==> config.mk <==
export PLATFORM = sky130hd
export DESIGN_NAME = vga_scanout
export DESIGN_NICKNAME = d
export VERILOG_FILES = /design/src/hdl/mandel_pkg.sv /design/src/hdl/vga_scanout.sv
export SDC_FILE = /design/constraint.sdc
export NUM_CORES = 1
export LEC_CHECK = 0
export BUFFER_PORTS_ARGS = -buffer_cell sky130_fd_sc_hd__clkbuf_2
export CAP_MARGIN = 20
export CORE_UTILIZATION = 49
export CTS_CLUSTER_SIZE = 20
export DETAILED_ROUTE_END_ITERATION = 10
export GPL_TIMING_DRIVEN = 0
export PLACE_DENSITY = 0.76
export SYNTH_ARGS = -nofsm -noshare
export SYNTH_HDL_FRONTEND = slang
export SYNTH_SLANG_ARGS = --single-unit
==> constraint.sdc <==
create_clock -name clk -period 3.1 [get_ports clk]
set_input_delay 0.62 -clock clk [delete_from_list [all_inputs] [get_ports clk]]
set_output_delay 0.62 -clock clk [all_outputs]
set_load 0.02 [all_outputs]
==> src/hdl/mandel_pkg.sv <==
package mandel_pkg;

	////////////////////
	// Fixed point and iteration
	////////////////////

	// 4.23 signed format
	localparam int FRAC_BITS = 23;
	localparam int FIX_WIDTH = 27;

	// Escape-time limit and count width
	localparam int ITER_MAX = 1000;
	localparam int COUNT_WIDTH = 11;

	////////////////////
	// Frame and VGA timing
	////////////////////

	// Horizontal, in clocks
	localparam int H_ACTIVE = 640;
	localparam int H_FRONT = 16;
	localparam int H_PULSE = 96;
	localparam int H_BACK = 48;

	// Vertical, in lines
	localparam int V_ACTIVE = 480;
	localparam int V_FRONT = 10;
	localparam int V_PULSE = 2;
	localparam int V_BACK = 33;

	// Frame-buffer depth and address width
	localparam int PIXELS = H_ACTIVE * V_ACTIVE;
	localparam int ADDR_WIDTH = 19;
	localparam int COORD_WIDTH = 10;

	typedef logic signed [FIX_WIDTH-1:0] fix_t;
	typedef logic [COUNT_WIDTH-1:0] iter_count_t;
	typedef logic [ADDR_WIDTH-1:0] pixel_addr_t;
	typedef logic [COORD_WIDTH-1:0] screen_coord_t;
	// Packed RRR_GGG_BB
	typedef logic [7:0] color_t;

	// Bailout bounds, 4.0 and 2.0
	localparam fix_t ESCAPE_MAG_SQ = fix_t'(4 << FRAC_BITS);
	localparam fix_t ESCAPE_COORD = fix_t'(2 << FRAC_BITS);

	// Colour bands, deepest first
	localparam color_t COLOR_INSIDE = 8'b000_000_00;
	localparam color_t COLOR_BAND_HIGH = 8'b011_001_00;
	localparam color_t COLOR_BAND_MID = 8'b101_010_01;
	localparam color_t COLOR_BAND_62 = 8'b011_001_01;
	localparam color_t COLOR_BAND_31 = 8'b001_001_01;
	localparam color_t COLOR_BAND_15 = 8'b011_010_10;
	localparam color_t COLOR_OUTSIDE = 8'b010_100_10;

	// Render request
	typedef struct packed {
		fix_t x_start;
		fix_t y_start;
		fix_t step;
	} view_t;

	// One frame-buffer write
	typedef struct packed {
		logic valid;
		pixel_addr_t addr;
		color_t color;
	} fb_write_t;

	// VGA colour channels
	typedef struct packed {
		logic [7:0] red;
		logic [7:0] green;
		logic [7:0] blue;
	} rgb_t;

	// 4.23 product; sign bit of full product over bits 48..23
	function automatic fix_t fix_mul(input fix_t a, input fix_t b);
		logic signed [2*FIX_WIDTH-1:0] product;
		product = a * b;
		return {product[2*FIX_WIDTH-1], product[FRAC_BITS+FIX_WIDTH-2:FRAC_BITS]};
	endfunction

endpackage

==> src/hdl/vga_scanout.sv <==
`timescale 1ns/1ns

module vga_scanout import mandel_pkg::*; (
	input logic clk,
	input logic reset,
	output pixel_addr_t read_addr,
	input color_t read_color,
	output logic hsync,
	output logic vsync,
	output logic video_active,
	output rgb_t rgb
);

	typedef enum logic [1:0] {
		H_ST_ACTIVE,
		H_ST_FRONT,
		H_ST_PULSE,
		H_ST_BACK
	} h_state_t;

	typedef enum logic [1:0] {
		V_ST_ACTIVE,
		V_ST_FRONT,
		V_ST_PULSE,
		V_ST_BACK
	} v_state_t;

	// Sync and blanking travel together down the pipe
	typedef struct packed {
		logic hsync;
		logic vsync;
		logic active;
	} scan_flags_t;

	localparam scan_flags_t FLAGS_IDLE = '{hsync: 1'b1, vsync: 1'b1, active: 1'b0};

	h_state_t h_state;
	h_state_t h_state_next;
	screen_coord_t h_count;
	logic h_last;

	v_state_t v_state;
	v_state_t v_state_next;
	screen_coord_t v_count;
	logic v_last;
	logic line_end;

	scan_flags_t flags_now;
	scan_flags_t flags_d1;
	scan_flags_t flags_d2;

	////////////////////
	// Horizontal
	////////////////////

	// Last clock of each segment
	always_comb begin
		case (h_state)
			H_ST_ACTIVE: begin
				h_last = h_count == screen_coord_t'(H_ACTIVE - 1);
				h_state_next = H_ST_FRONT;
			end
			H_ST_FRONT: begin
				h_last = h_count == screen_coord_t'(H_FRONT - 1);
				h_state_next = H_ST_PULSE;
			end
			H_ST_PULSE: begin
				h_last = h_count == screen_coord_t'(H_PULSE - 1);
				h_state_next = H_ST_BACK;
			end
			default: begin
				h_last = h_count == screen_coord_t'(H_BACK - 1);
				h_state_next = H_ST_ACTIVE;
			end
		endcase
	end

	always_ff @(posedge clk) begin
		if (reset) begin
			h_state <= H_ST_ACTIVE;
			h_count <= '0;
		end else if (h_last) begin
			h_state <= h_state_next;
			h_count <= '0;
		end else begin
			h_count <= h_count + 1'b1;
		end
	end

	// End of back porch closes the line
	assign line_end = h_last && (h_state == H_ST_BACK);

	////////////////////
	// Vertical
	////////////////////

	always_comb begin
		case (v_state)
			V_ST_ACTIVE: begin
				v_last = v_count == screen_coord_t'(V_ACTIVE - 1);
				v_state_next = V_ST_FRONT;
			end
			V_ST_FRONT: begin
				v_last = v_count == screen_coord_t'(V_FRONT - 1);
				v_state_next = V_ST_PULSE;
			end
			V_ST_PULSE: begin
				v_last = v_count == screen_coord_t'(V_PULSE - 1);
				v_state_next = V_ST_BACK;
			end
			default: begin
				v_last = v_count == screen_coord_t'(V_BACK - 1);
				v_state_next = V_ST_ACTIVE;
			end
		endcase
	end

	// Advances once per line
	always_ff @(posedge clk) begin
		if (reset) begin
			v_state <= V_ST_ACTIVE;
			v_count <= '0;
		end else if (line_end) begin
			if (v_last) begin
				v_state <= v_state_next;
				v_count <= '0;
			end else begin
				v_count <= v_count + 1'b1;
			end
		end
	end

	////////////////////
	// Read and output
	////////////////////

	// Linear pixel address, always inside the buffer
	assign read_addr = pixel_addr_t'(v_count) * pixel_addr_t'(H_ACTIVE)
		+ pixel_addr_t'(h_count);

	always_comb begin
		flags_now.hsync = (h_state != H_ST_PULSE);
		flags_now.vsync = (v_state != V_ST_PULSE);
		flags_now.active = (h_state == H_ST_ACTIVE) && (v_state == V_ST_ACTIVE);
	end

	// Stage 1 waits on the RAM, stage 2 is the output register
	always_ff @(posedge clk) begin
		if (reset) begin
			flags_d1 <= FLAGS_IDLE;
			flags_d2 <= FLAGS_IDLE;
			rgb <= '0;
		end else begin
			flags_d1 <= flags_now;
			flags_d2 <= flags_d1;
			// Fields to top bits of each channel
			if (flags_d1.active) begin
				rgb.red <= {read_color[7:5], 5'b0};
				rgb.green <= {read_color[4:2], 5'b0};
				rgb.blue <= {read_color[1:0], 6'b0};
			end else begin
				rgb <= '0;
			end
		end
	end

	assign hsync = flags_d2.hsync;
	assign vsync = flags_d2.vsync;
	assign video_active = flags_d2.active;

endmodule

==> results of run 1 <==
-- power breakdown --
part           switching [mW]  leakage (nW)  internal, mW  total, mW
Combinational          0.0457          1.16        0.0336     0.0792
Sequential            0.00465         0.315         0.492      0.497
Clock                   0.180        0.0683         0.322      0.503
Total                   0.231          1.54         0.848       1.08
-- layer usage --
| metal | track usage | vias to the layer above | share of wire |
|---|---|---|---|
| li1 | - | 1066 | - |
| met1 | 0.2189 | 946 | 0.44 |
| met3 | 0.03453 | 10 | 0.034 |
| met5 | 0 | - | 0 |
| met2 | 0.3531 | 41 | 0.51 |
| met4 | 0.08279 | 0 | 0.017 |
-- repair_timing --
| action | CTS | global route |
|---|---|---|
| gates resized for setup | 31 | 8 |
| pin swaps | 15 | 4 |
| endpoints found under the setup margin | 6 | 6 |
| buffers inserted | 8 | 1 |
-- final cells by class --
cell class                      count  area [sq um]
Multi-Input combinational cell    219          1640
Fill cell                         386          1610
Sequential cell                    38         784.5
Timing Repair Buffer               48         285.3
Buffer                             30         206.4
Tap cell                           67         83.83
Clock buffer                        5         68.82
Clock inverter                      3         68.82
Inverter                           10         37.54
-- metrics by stage --
step / cell area [sq um] / hold slack, ps / TNS [ps] / setup WS, ps / utilization
2_1_floorplan: 2537 / 389.5 / 0 / 3.632 / -
3_5_place_dp: 2816 / 398.3 / -685.2 / -274.1 / 0.5885
3_3_place_gp: 2816 / 392.3 / -624.6 / -242.7 / 0.5885
4_1_cts: 3141 / 415.8 / -565.5 / -186.5 / 0.6562
6_report: 3176 / 411.7 / -600.8 / -214.6 / 0.6635
5_1_grt: 3176 / 426.9 / -1076 / -311.4 / 0.6635
-- cell usage in the layout, fill, tap and decap left out, drive strengths merged, types with 3 or more instances in the layout --
master  count
a211oi      5
a21o        3
a21oi      12
and2        8
and3        7
buf        34
clkbuf     49
conb       16
dfxtp      38
ha         28
inv        10
nand2      12
nand2b      3
nand3      10
nor2       33
nor2b       3
nor3       12
o21ai       8
o21bai      4
or2         3
xnor2      23
xor2        6
-- flip-flops by register name, indices dropped and copies added (netlist names) --
register      cells
flags_d1          3
video_active      1
v_state           2
h_count          10
rgb               8
vsync             1
hsync             1
v_count          10
h_state           2
-- cell families (layout without fill, tap and decap cells) --
kind of cell | count (synthesis) | after routing | synth area share
adders and majority gates | 30 | 30 | 0.1587
buffers and inverters | 40 | 96 | 0.09919
AOI/OAI and AO/OA | 41 | 41 | 0.1088
and+or+nand+nor | 101 | 101 | 0.2111
xor gates and xnor gates | 29 | 29 | 0.1033
other | 1 | 16 | 0.001524
muxes | 2 | 2 | 0.008139
DFF | 38 | 38 | 0.3093
-- worst max-delay path by stage --
stage                     cells past startpoint       start       endpoint  slack (ps)
after floorplan                               9  v_count[3]  read_addr[18]           4
after global placement                       10  v_count[3]  read_addr[18]        -240
after detailed placement                     10  v_count[3]  read_addr[18]        -270
after CTS                                    10  v_count[1]  read_addr[17]        -190
after global routing                         11  v_count[1]  read_addr[18]        -310
final                                         8  v_count[1]  read_addr[17]        -210
-- Yosys cell counts, drive strengths merged (4+ instances only) --
master,count,share of area
ha,28,0.14
nor3,12,0.024
inv,10,0.015
dfxtp,38,0.31
a211oi,5,0.017
xor2,6,0.021
nand2,12,0.018
nor2,33,0.051
and2,8,0.020
a21oi,12,0.024
xnor2,23,0.082
o21ai,8,0.016
clkbuf,6,0.0092
buf,24,0.075
o21bai,4,0.012
nand3,10,0.020
and3,7,0.018
==> reports/qor.csv, run 1 <==
metric;value;unit
die_width;72.85;microns
die_y;72.85;microns
drive_gt1_frac;0.3343;
syn_area;0.002460;sq mm
async_flop_share;0;
avgSynthCellArea;8.723;sq um
p_leak;1.544;nW
r2r_start;h_state[0];
grt_pass1_wl;8.017;mm
vias;2063;
drv_slew;0;
critPathRequiredTime;2480;ps
path_class;register to output port;
cpMostUsedCell;ha_4;
r2r_slack;720;ps
cp_cell_sequence;ha_4 -> ha_4 -> fa_2 -> xnor2_1 -> or3b_4 -> and4bb_2 -> xnor2_2 -> clkbuf_8;
clock_sinks;38;
fin_crit_sh;1.069;
synth_edf_count;0;
rsz0062_at_grt;yes;
hold_path_end;hsync;
nets;392;
slowest_stage;or3b_4;
hold_violations;0;
cts-root-buf;clkbuf_8;
cp_max_fo;3;
htree_levels;2;
ios;56;
cts.path.max_buffers;2;
max_freq;301.7;MHz
worstSetupStartpointType;register;
viasPerCell;4.912;
yosys.cell_types.count;42;
antenna_found_initial;0;
clk_latency;290;ps
crit_buf_inv;1;
area_growth;29.09;%
totalPowerFinal;1.079;mW
cpLargestDelayFamily;adder cells;
worstHoldStart;flags_d1[2];
grt_pass1_vias;1961;
n_antenna_cell;0;
finalNonFillerCells;420;
grt_usage;0.1929;
cap_violations;0;
dp_cells;403;
worst_slack;-214.6;ps
drt_first_pass_iters;4;
die-area;0.005307;sq mm
hold_buffers;0;
ys_seq_area_frac;0.3093;
rr_worst_depth;9;
finalCriticalPeriod;3315;ps
powerDensity;339.7;mW/mm^2
ys.flop_type;dfxtp_1;
cp_slowest_stage_delay;440;ps
start_util;0.5140;
worstHoldPathType;register to register;
endpoint_kind;output port;
r2r-end;h_count[9];
syn_inst;282;
grt-ovfl-total;0;
status;finished, violations left;
cp.arrival;2690;ps
finalSetupViolCount;4;
io_buffers;39;
ant_nets;0;
routedWlPerCell;11.46;microns
violations;setup timing;
yosys_warnings;0;
drc;0;
holdPathStages;1;
rows;25;
ir_drop;313.7;uV
drtIter0Drc;101;
hpwl;3.486;mm
cts_buffers;5;
core;0.004786;sq mm
grt_max_degree;14;
cts.reportedPaths.clkPinSlew;80;ps
wirelength;4.812;mm
skew;4.008;ps
ys_ff_latch;38;
cts_tree;yes;
gp_congestion;0.8328;
Power figures use the tool's default switching activity.
==> inputs of run 2 (changes only) <==
Settings changed: REMOVE_ABC_BUFFERS from default to 1.
==> reports/qor.csv, run 2 (synthesis results as in run 1) <==
metric;value;unit;change
fin_crit_sh;1.063;;-0.006579
cp_slowest_stage_delay;370;ps;-70 ps
die-area;0.005307;sq mm;unchanged
multi_input_area;0.001609;sq mm;-1.9%
wirelength;4.415;mm;-8.3%
worstSetupStartpointType;register;;
drt_first_pass_iters;4;;unchanged
hpwl;3.228;mm;-7.4%
startpoint;v_count[1];;
skew;3.881;ps;-0.1266 ps
drv_slew;0;;unchanged
endpoint_kind;output port;;
tns;-443.6;ps;+157.2 ps
crit_buf_inv;1;;unchanged
drtIter0Drc;40;;-60%
final_util;0.6008;;-0.06275
n_antenna_cell;0;;unchanged
grt-ovfl-total;0;;unchanged
die_y;72.85;microns;unchanged
grt_usage;0.1809;;-0.01200
path_class;register to output port;;
regArea;785.8;sq um;+0.16%
die_width;72.85;microns;unchanged
fill_cells;430;;+11%
hold_buffers;0;;unchanged
critPathRequiredTime;2480;ps;about the same
p_leak;1.325;nW;-14%
max_freq;303.6;MHz;+0.62%
drc;0;;unchanged
reg.largest.list;h_count: 10 flops, v_count: 10 flops, rgb: 8 flops;;
status;finished, violations left;;
grt_pass1_wl;7.624;mm;-4.9%
final_common_cell;clkbuf_2;;
viasPerCell;5.015;;+2.1%
rsz0062_at_grt;yes;;
io_buffers;39;;unchanged
grt_max_degree;22;;+8
gp_congestion;0.8317;;-0.13%
start_util;0.5140;;unchanged
layout_common_cells;clkbuf_2 (33), nor2_1 (31), dfxtp_1 (28), ha_1 (24), xnor2_1 (20);;
clk_latency;290;ps;about the same
antenna_found_initial;0;;unchanged
area_growth;16.89;%;
ios;56;;unchanged
pre_cts_slack;-318.7;ps;-44.58 ps
drive_gt1_frac;0.2773;;-0.05702
worstHoldPathType;register to register;;
cts-root-buf;clkbuf_8;;
cts.reportedPaths.clkPinSlew;80;ps;about the same
powerDensity;319.5;mW/mm^2;-6.0%
hold_violations;0;;unchanged
cpLargestDelayFamily;adder cells;;
htree_levels;2;;unchanged
nets;360;;-8.2%
rows;25;;unchanged
grt_pass1_vias;1825;;-6.9%
ant_nets;0;;unchanged
cp.arrival;2670;ps;-20 ps
ir_drop;382.0;uV;+22%
finalSetupViolCount;4;;unchanged
vias;1946;;-5.7%
cp_cell_sequence;ha_4 -> ha_4 -> fa_2 -> a211oi_2 -> o21bai_1 -> a21oi_1 -> xnor2_1 -> and4bb_2 -> xnor2_1 -> buf_4;;
cp_max_fo;3;;unchanged
core;0.004786;sq mm;unchanged
clock_sinks;38;;unchanged
slowest_stage;fa_2;;
violations;setup timing;;
cts_tree;yes;;
cap_violations;0;;unchanged
r2r_start;h_state[0];;
finalCriticalPeriod;3294;ps;-20.40 ps
cts.path.max_buffers;2;;unchanged
routedWlPerCell;11.38;microns;-0.68%
cts_buffers;5;;unchanged
worstHoldStart;flags_d1[1];;
worst_slack;-194.2;ps;+20.40 ps
## run 2: area by class of cell
type,count,share of cell area
multi-input combinational,219,0.5596
clock buffer,6,0.02872
sequential,38,0.2733
tap,67,0.02916
inverter,10,0.01305
clock inverter,2,0.005657
timing repair buffer,46,0.09051
## run 2: path summary, 6_finish.rpt
path	endpoint	slack, ps	cells after the start
setup / recovery	read_addr[17]	-190	10
hold / removal	vsync	410	1
setup reg to reg	v_count[3]	650	8
hold reg to reg	vsync	410	1
## run 2: layer usage
layer,vias to the layer above,track usage,wire (microns)
li1,998,-,-
met1,901,0.2050,1998
met2,44,0.3375,2189
met3,3,0.04420,189
met4,0,0.04575,38
met5,-,0,0
## run 2: timing repair
action | in CTS | in global routing
setup buffers | 5 | 2
resized for setup | 30 | 15
setup endpoints to repair | 7 | 6
pin swaps | 9 | 10
## run 2: per-stage QoR
step / power, mW / hold slack [ps] / instance area (sq um) / cells
final: 0.9185 / 410.0 / 2875 / 388
after global routing: 0.9526 / 424.6 / 2875 / 388
after CTS: 0.9335 / 413.5 / 2829 / 386
after detailed placement: 0.5697 / 395.2 / 2589 / 373
after global placement: 0.5690 / 392.4 / 2589 / 373
after floorplan: 0.5506 / 389.5 / 2310 / 267
## run 2: worst register-to-register path, cell delays in order, from the launching register on
cell and delay, ps:
dfxtp_1 410, inv_1 90, ha_1 340, xnor2_1 140, nor3_1 180, nand4_1 420, nor2_1 490, nand3_1 120
a21oi_1 180
## run 2: power breakdown
part           internal [mW]  switching (mW)  total [mW]
clock                  0.183           0.182       0.365
combinational         0.0154          0.0411      0.0565
sequential             0.492         0.00455       0.497
==> inputs of run 3 (changes only) <==
Settings changed: PLACE_DENSITY 0.76 to 0.86.
==> reports/qor.csv, run 3 (synthesis results as in run 1) <==
metric;value;unit;change
grt_pass1_wl;8.010;mm;+5.1%
cp_cell_sequence;ha_4 -> ha_4 -> fa_2 -> xnor2_1 -> or3b_4 -> and4bb_2 -> xnor2_1 -> clkbuf_4;;
routedWlPerCell;12.26;microns;+7.8%
core;0.004786;sq mm;unchanged
worst_slack;-230.9;ps;-36.68 ps
slowest_stage;or3b_4;;
die_y;72.85;microns;unchanged
nets;359;;-0.28%
hpwl;3.356;mm;+4.0%
viasPerCell;5.225;;+4.2%
cts-root-buf;clkbuf_8;;
powerDensity;310.0;mW/mm^2;-3.0%
final_common_cell;clkbuf_2;;
drt_first_pass_iters;5;;+1
worstSetupStartpointType;register;;
rsz0062_at_grt;yes;;
cts.path.max_buffers;2;;unchanged
drtIter0Drc;99;;+150%
layout_common_cells;clkbuf_2 (33), nor2_1 (31), dfxtp_1 (29), ha_1 (25), xnor2_1 (21);;
vias;2017;;+3.6%
area_growth;15.36;%;
die_width;72.85;microns;unchanged
drive_gt1_frac;0.2633;;-0.01394
grt_max_degree;22;;unchanged
ir_drop;316.0;uV;-17%
fin_crit_sh;1.074;;+0.01183
cts.reportedPaths.clkPinSlew;70;ps;about the same
rows;25;;unchanged
grt-ovfl-total;0;;unchanged
cp_max_fo;3;;unchanged
status;finished, violations left;;
cap_violations;0;;unchanged
path_class;register to output port;;
finalSetupViolCount;4;;unchanged
io_buffers;39;;unchanged
wirelength;4.733;mm;+7.2%
clk_latency;280;ps;about the same
grt_pass1_vias;1939;;+6.2%
drc;0;;unchanged
cp.arrival;2710;ps;+40 ps
start_util;0.5140;;unchanged
n_antenna_cell;0;;unchanged
drv_slew;0;;unchanged
die-area;0.005307;sq mm;unchanged
grt_usage;0.1905;;+0.009619
gp_congestion;0.8537;;+2.6%
finalCriticalPeriod;3331;ps;+36.68 ps
antenna_found_initial;0;;unchanged
clock_sinks;38;;unchanged
endpoint_kind;output port;;
worstHoldPathType;register to register;;
reg.largest.list;h_count: 10 flops, v_count: 10 flops, rgb: 8 flops;;
pre_cts_slack;-368.5;ps;-49.81 ps
fill_cells;403;;-6.3%
totalPowerFinal;0.8797;mW;-4.2%
ios;56;;unchanged
htree_levels;2;;unchanged
skew;4.880;ps;+0.9986 ps
ant_nets;0;;unchanged
cts_buffers;5;;unchanged
p_leak;1.306;nW;-1.4%
violations;setup timing;;
cp_slowest_stage_delay;440;ps;+70 ps
cts_tree;yes;;
max_freq;300.2;MHz;-1.1%
critPathRequiredTime;2480;ps;about the same
hold_violations;0;;unchanged
## run 3: report_power, final
group | switching [mW] | internal (mW) | total (mW) | leakage (nW)
sequential | 0.00472 | 0.493 | 0.498 | 0.315
clock | 0.171 | 0.153 | 0.324 | 0.0362
combinational | 0.0419 | 0.0154 | 0.0573 | 0.956
## run 3: repair_timing
action,in CTS,in global routing
buffers inserted,4,2
resized for setup,28,11
endpoints found under the setup margin,7,6
pin swaps,15,3
hold buffers,0,0
gates cloned,0,0
## run 3: cell type report
class                   instances  area, sq um  area share
clock inverters                 2        15.01    0.005291
repair buffers                 45        255.2     0.08995
flip-flops and latches         38        782.0      0.2756
multi-input cells             219         1595      0.5622
well taps                      67        83.83     0.02954
inverters                      10        37.54     0.01323
clock buffers                   5        68.82     0.02425
## run 3: critical path: cells and delay by family, from the launching register on
kind / cells / cell delay, ps
xor gates and xnor gates: 2 / 310
adders and majority gates: 3 / 810
buffers and inverters: 1 / 190
DFF: 1 / 360
and+or+nand+nor: 2 / 750
## run 3: final timing paths
path	to	startpoint	cells past startpoint	slack, ps
setup / recovery	read_addr[17]	v_count[1]	8	-230
hold / removal	vsync	flags_d1[1]	1	410
setup reg to reg	v_count[3]	h_state[0]	8	630
hold reg to reg	vsync	flags_d1[1]	1	410
## run 3: stage by stage
step / hold slack, ps / cell area [sq um] / utilization / setup TNS (ps) / instances
final: 408.4 / 2838 / 0.5929 / -629.0 / 386
after detailed placement: 395.2 / 2589 / 0.5409 / -960.1 / 373
after floorplan: 389.5 / 2310 / - / -220.6 / 267
after CTS: 412.2 / 2794 / 0.5838 / -636.3 / 384
after global placement: 394.9 / 2589 / 0.5409 / -703.0 / 373
after global routing: 419.4 / 2838 / 0.5929 / -1111 / 386
## run 3: metal layers
| layer | routed length (microns) | global-route usage | vias to the layer above |
|---|---|---|---|
| li1 | - | - | 996 |
| met1 | 1926 | 0.2168 | 947 |
| met2 | 2487 | 0.3531 | 70 |
| met3 | 290 | 0.04420 | 4 |
| met4 | 29 | 0.05447 | 0 |
| met5 | 0 | 0 | - |
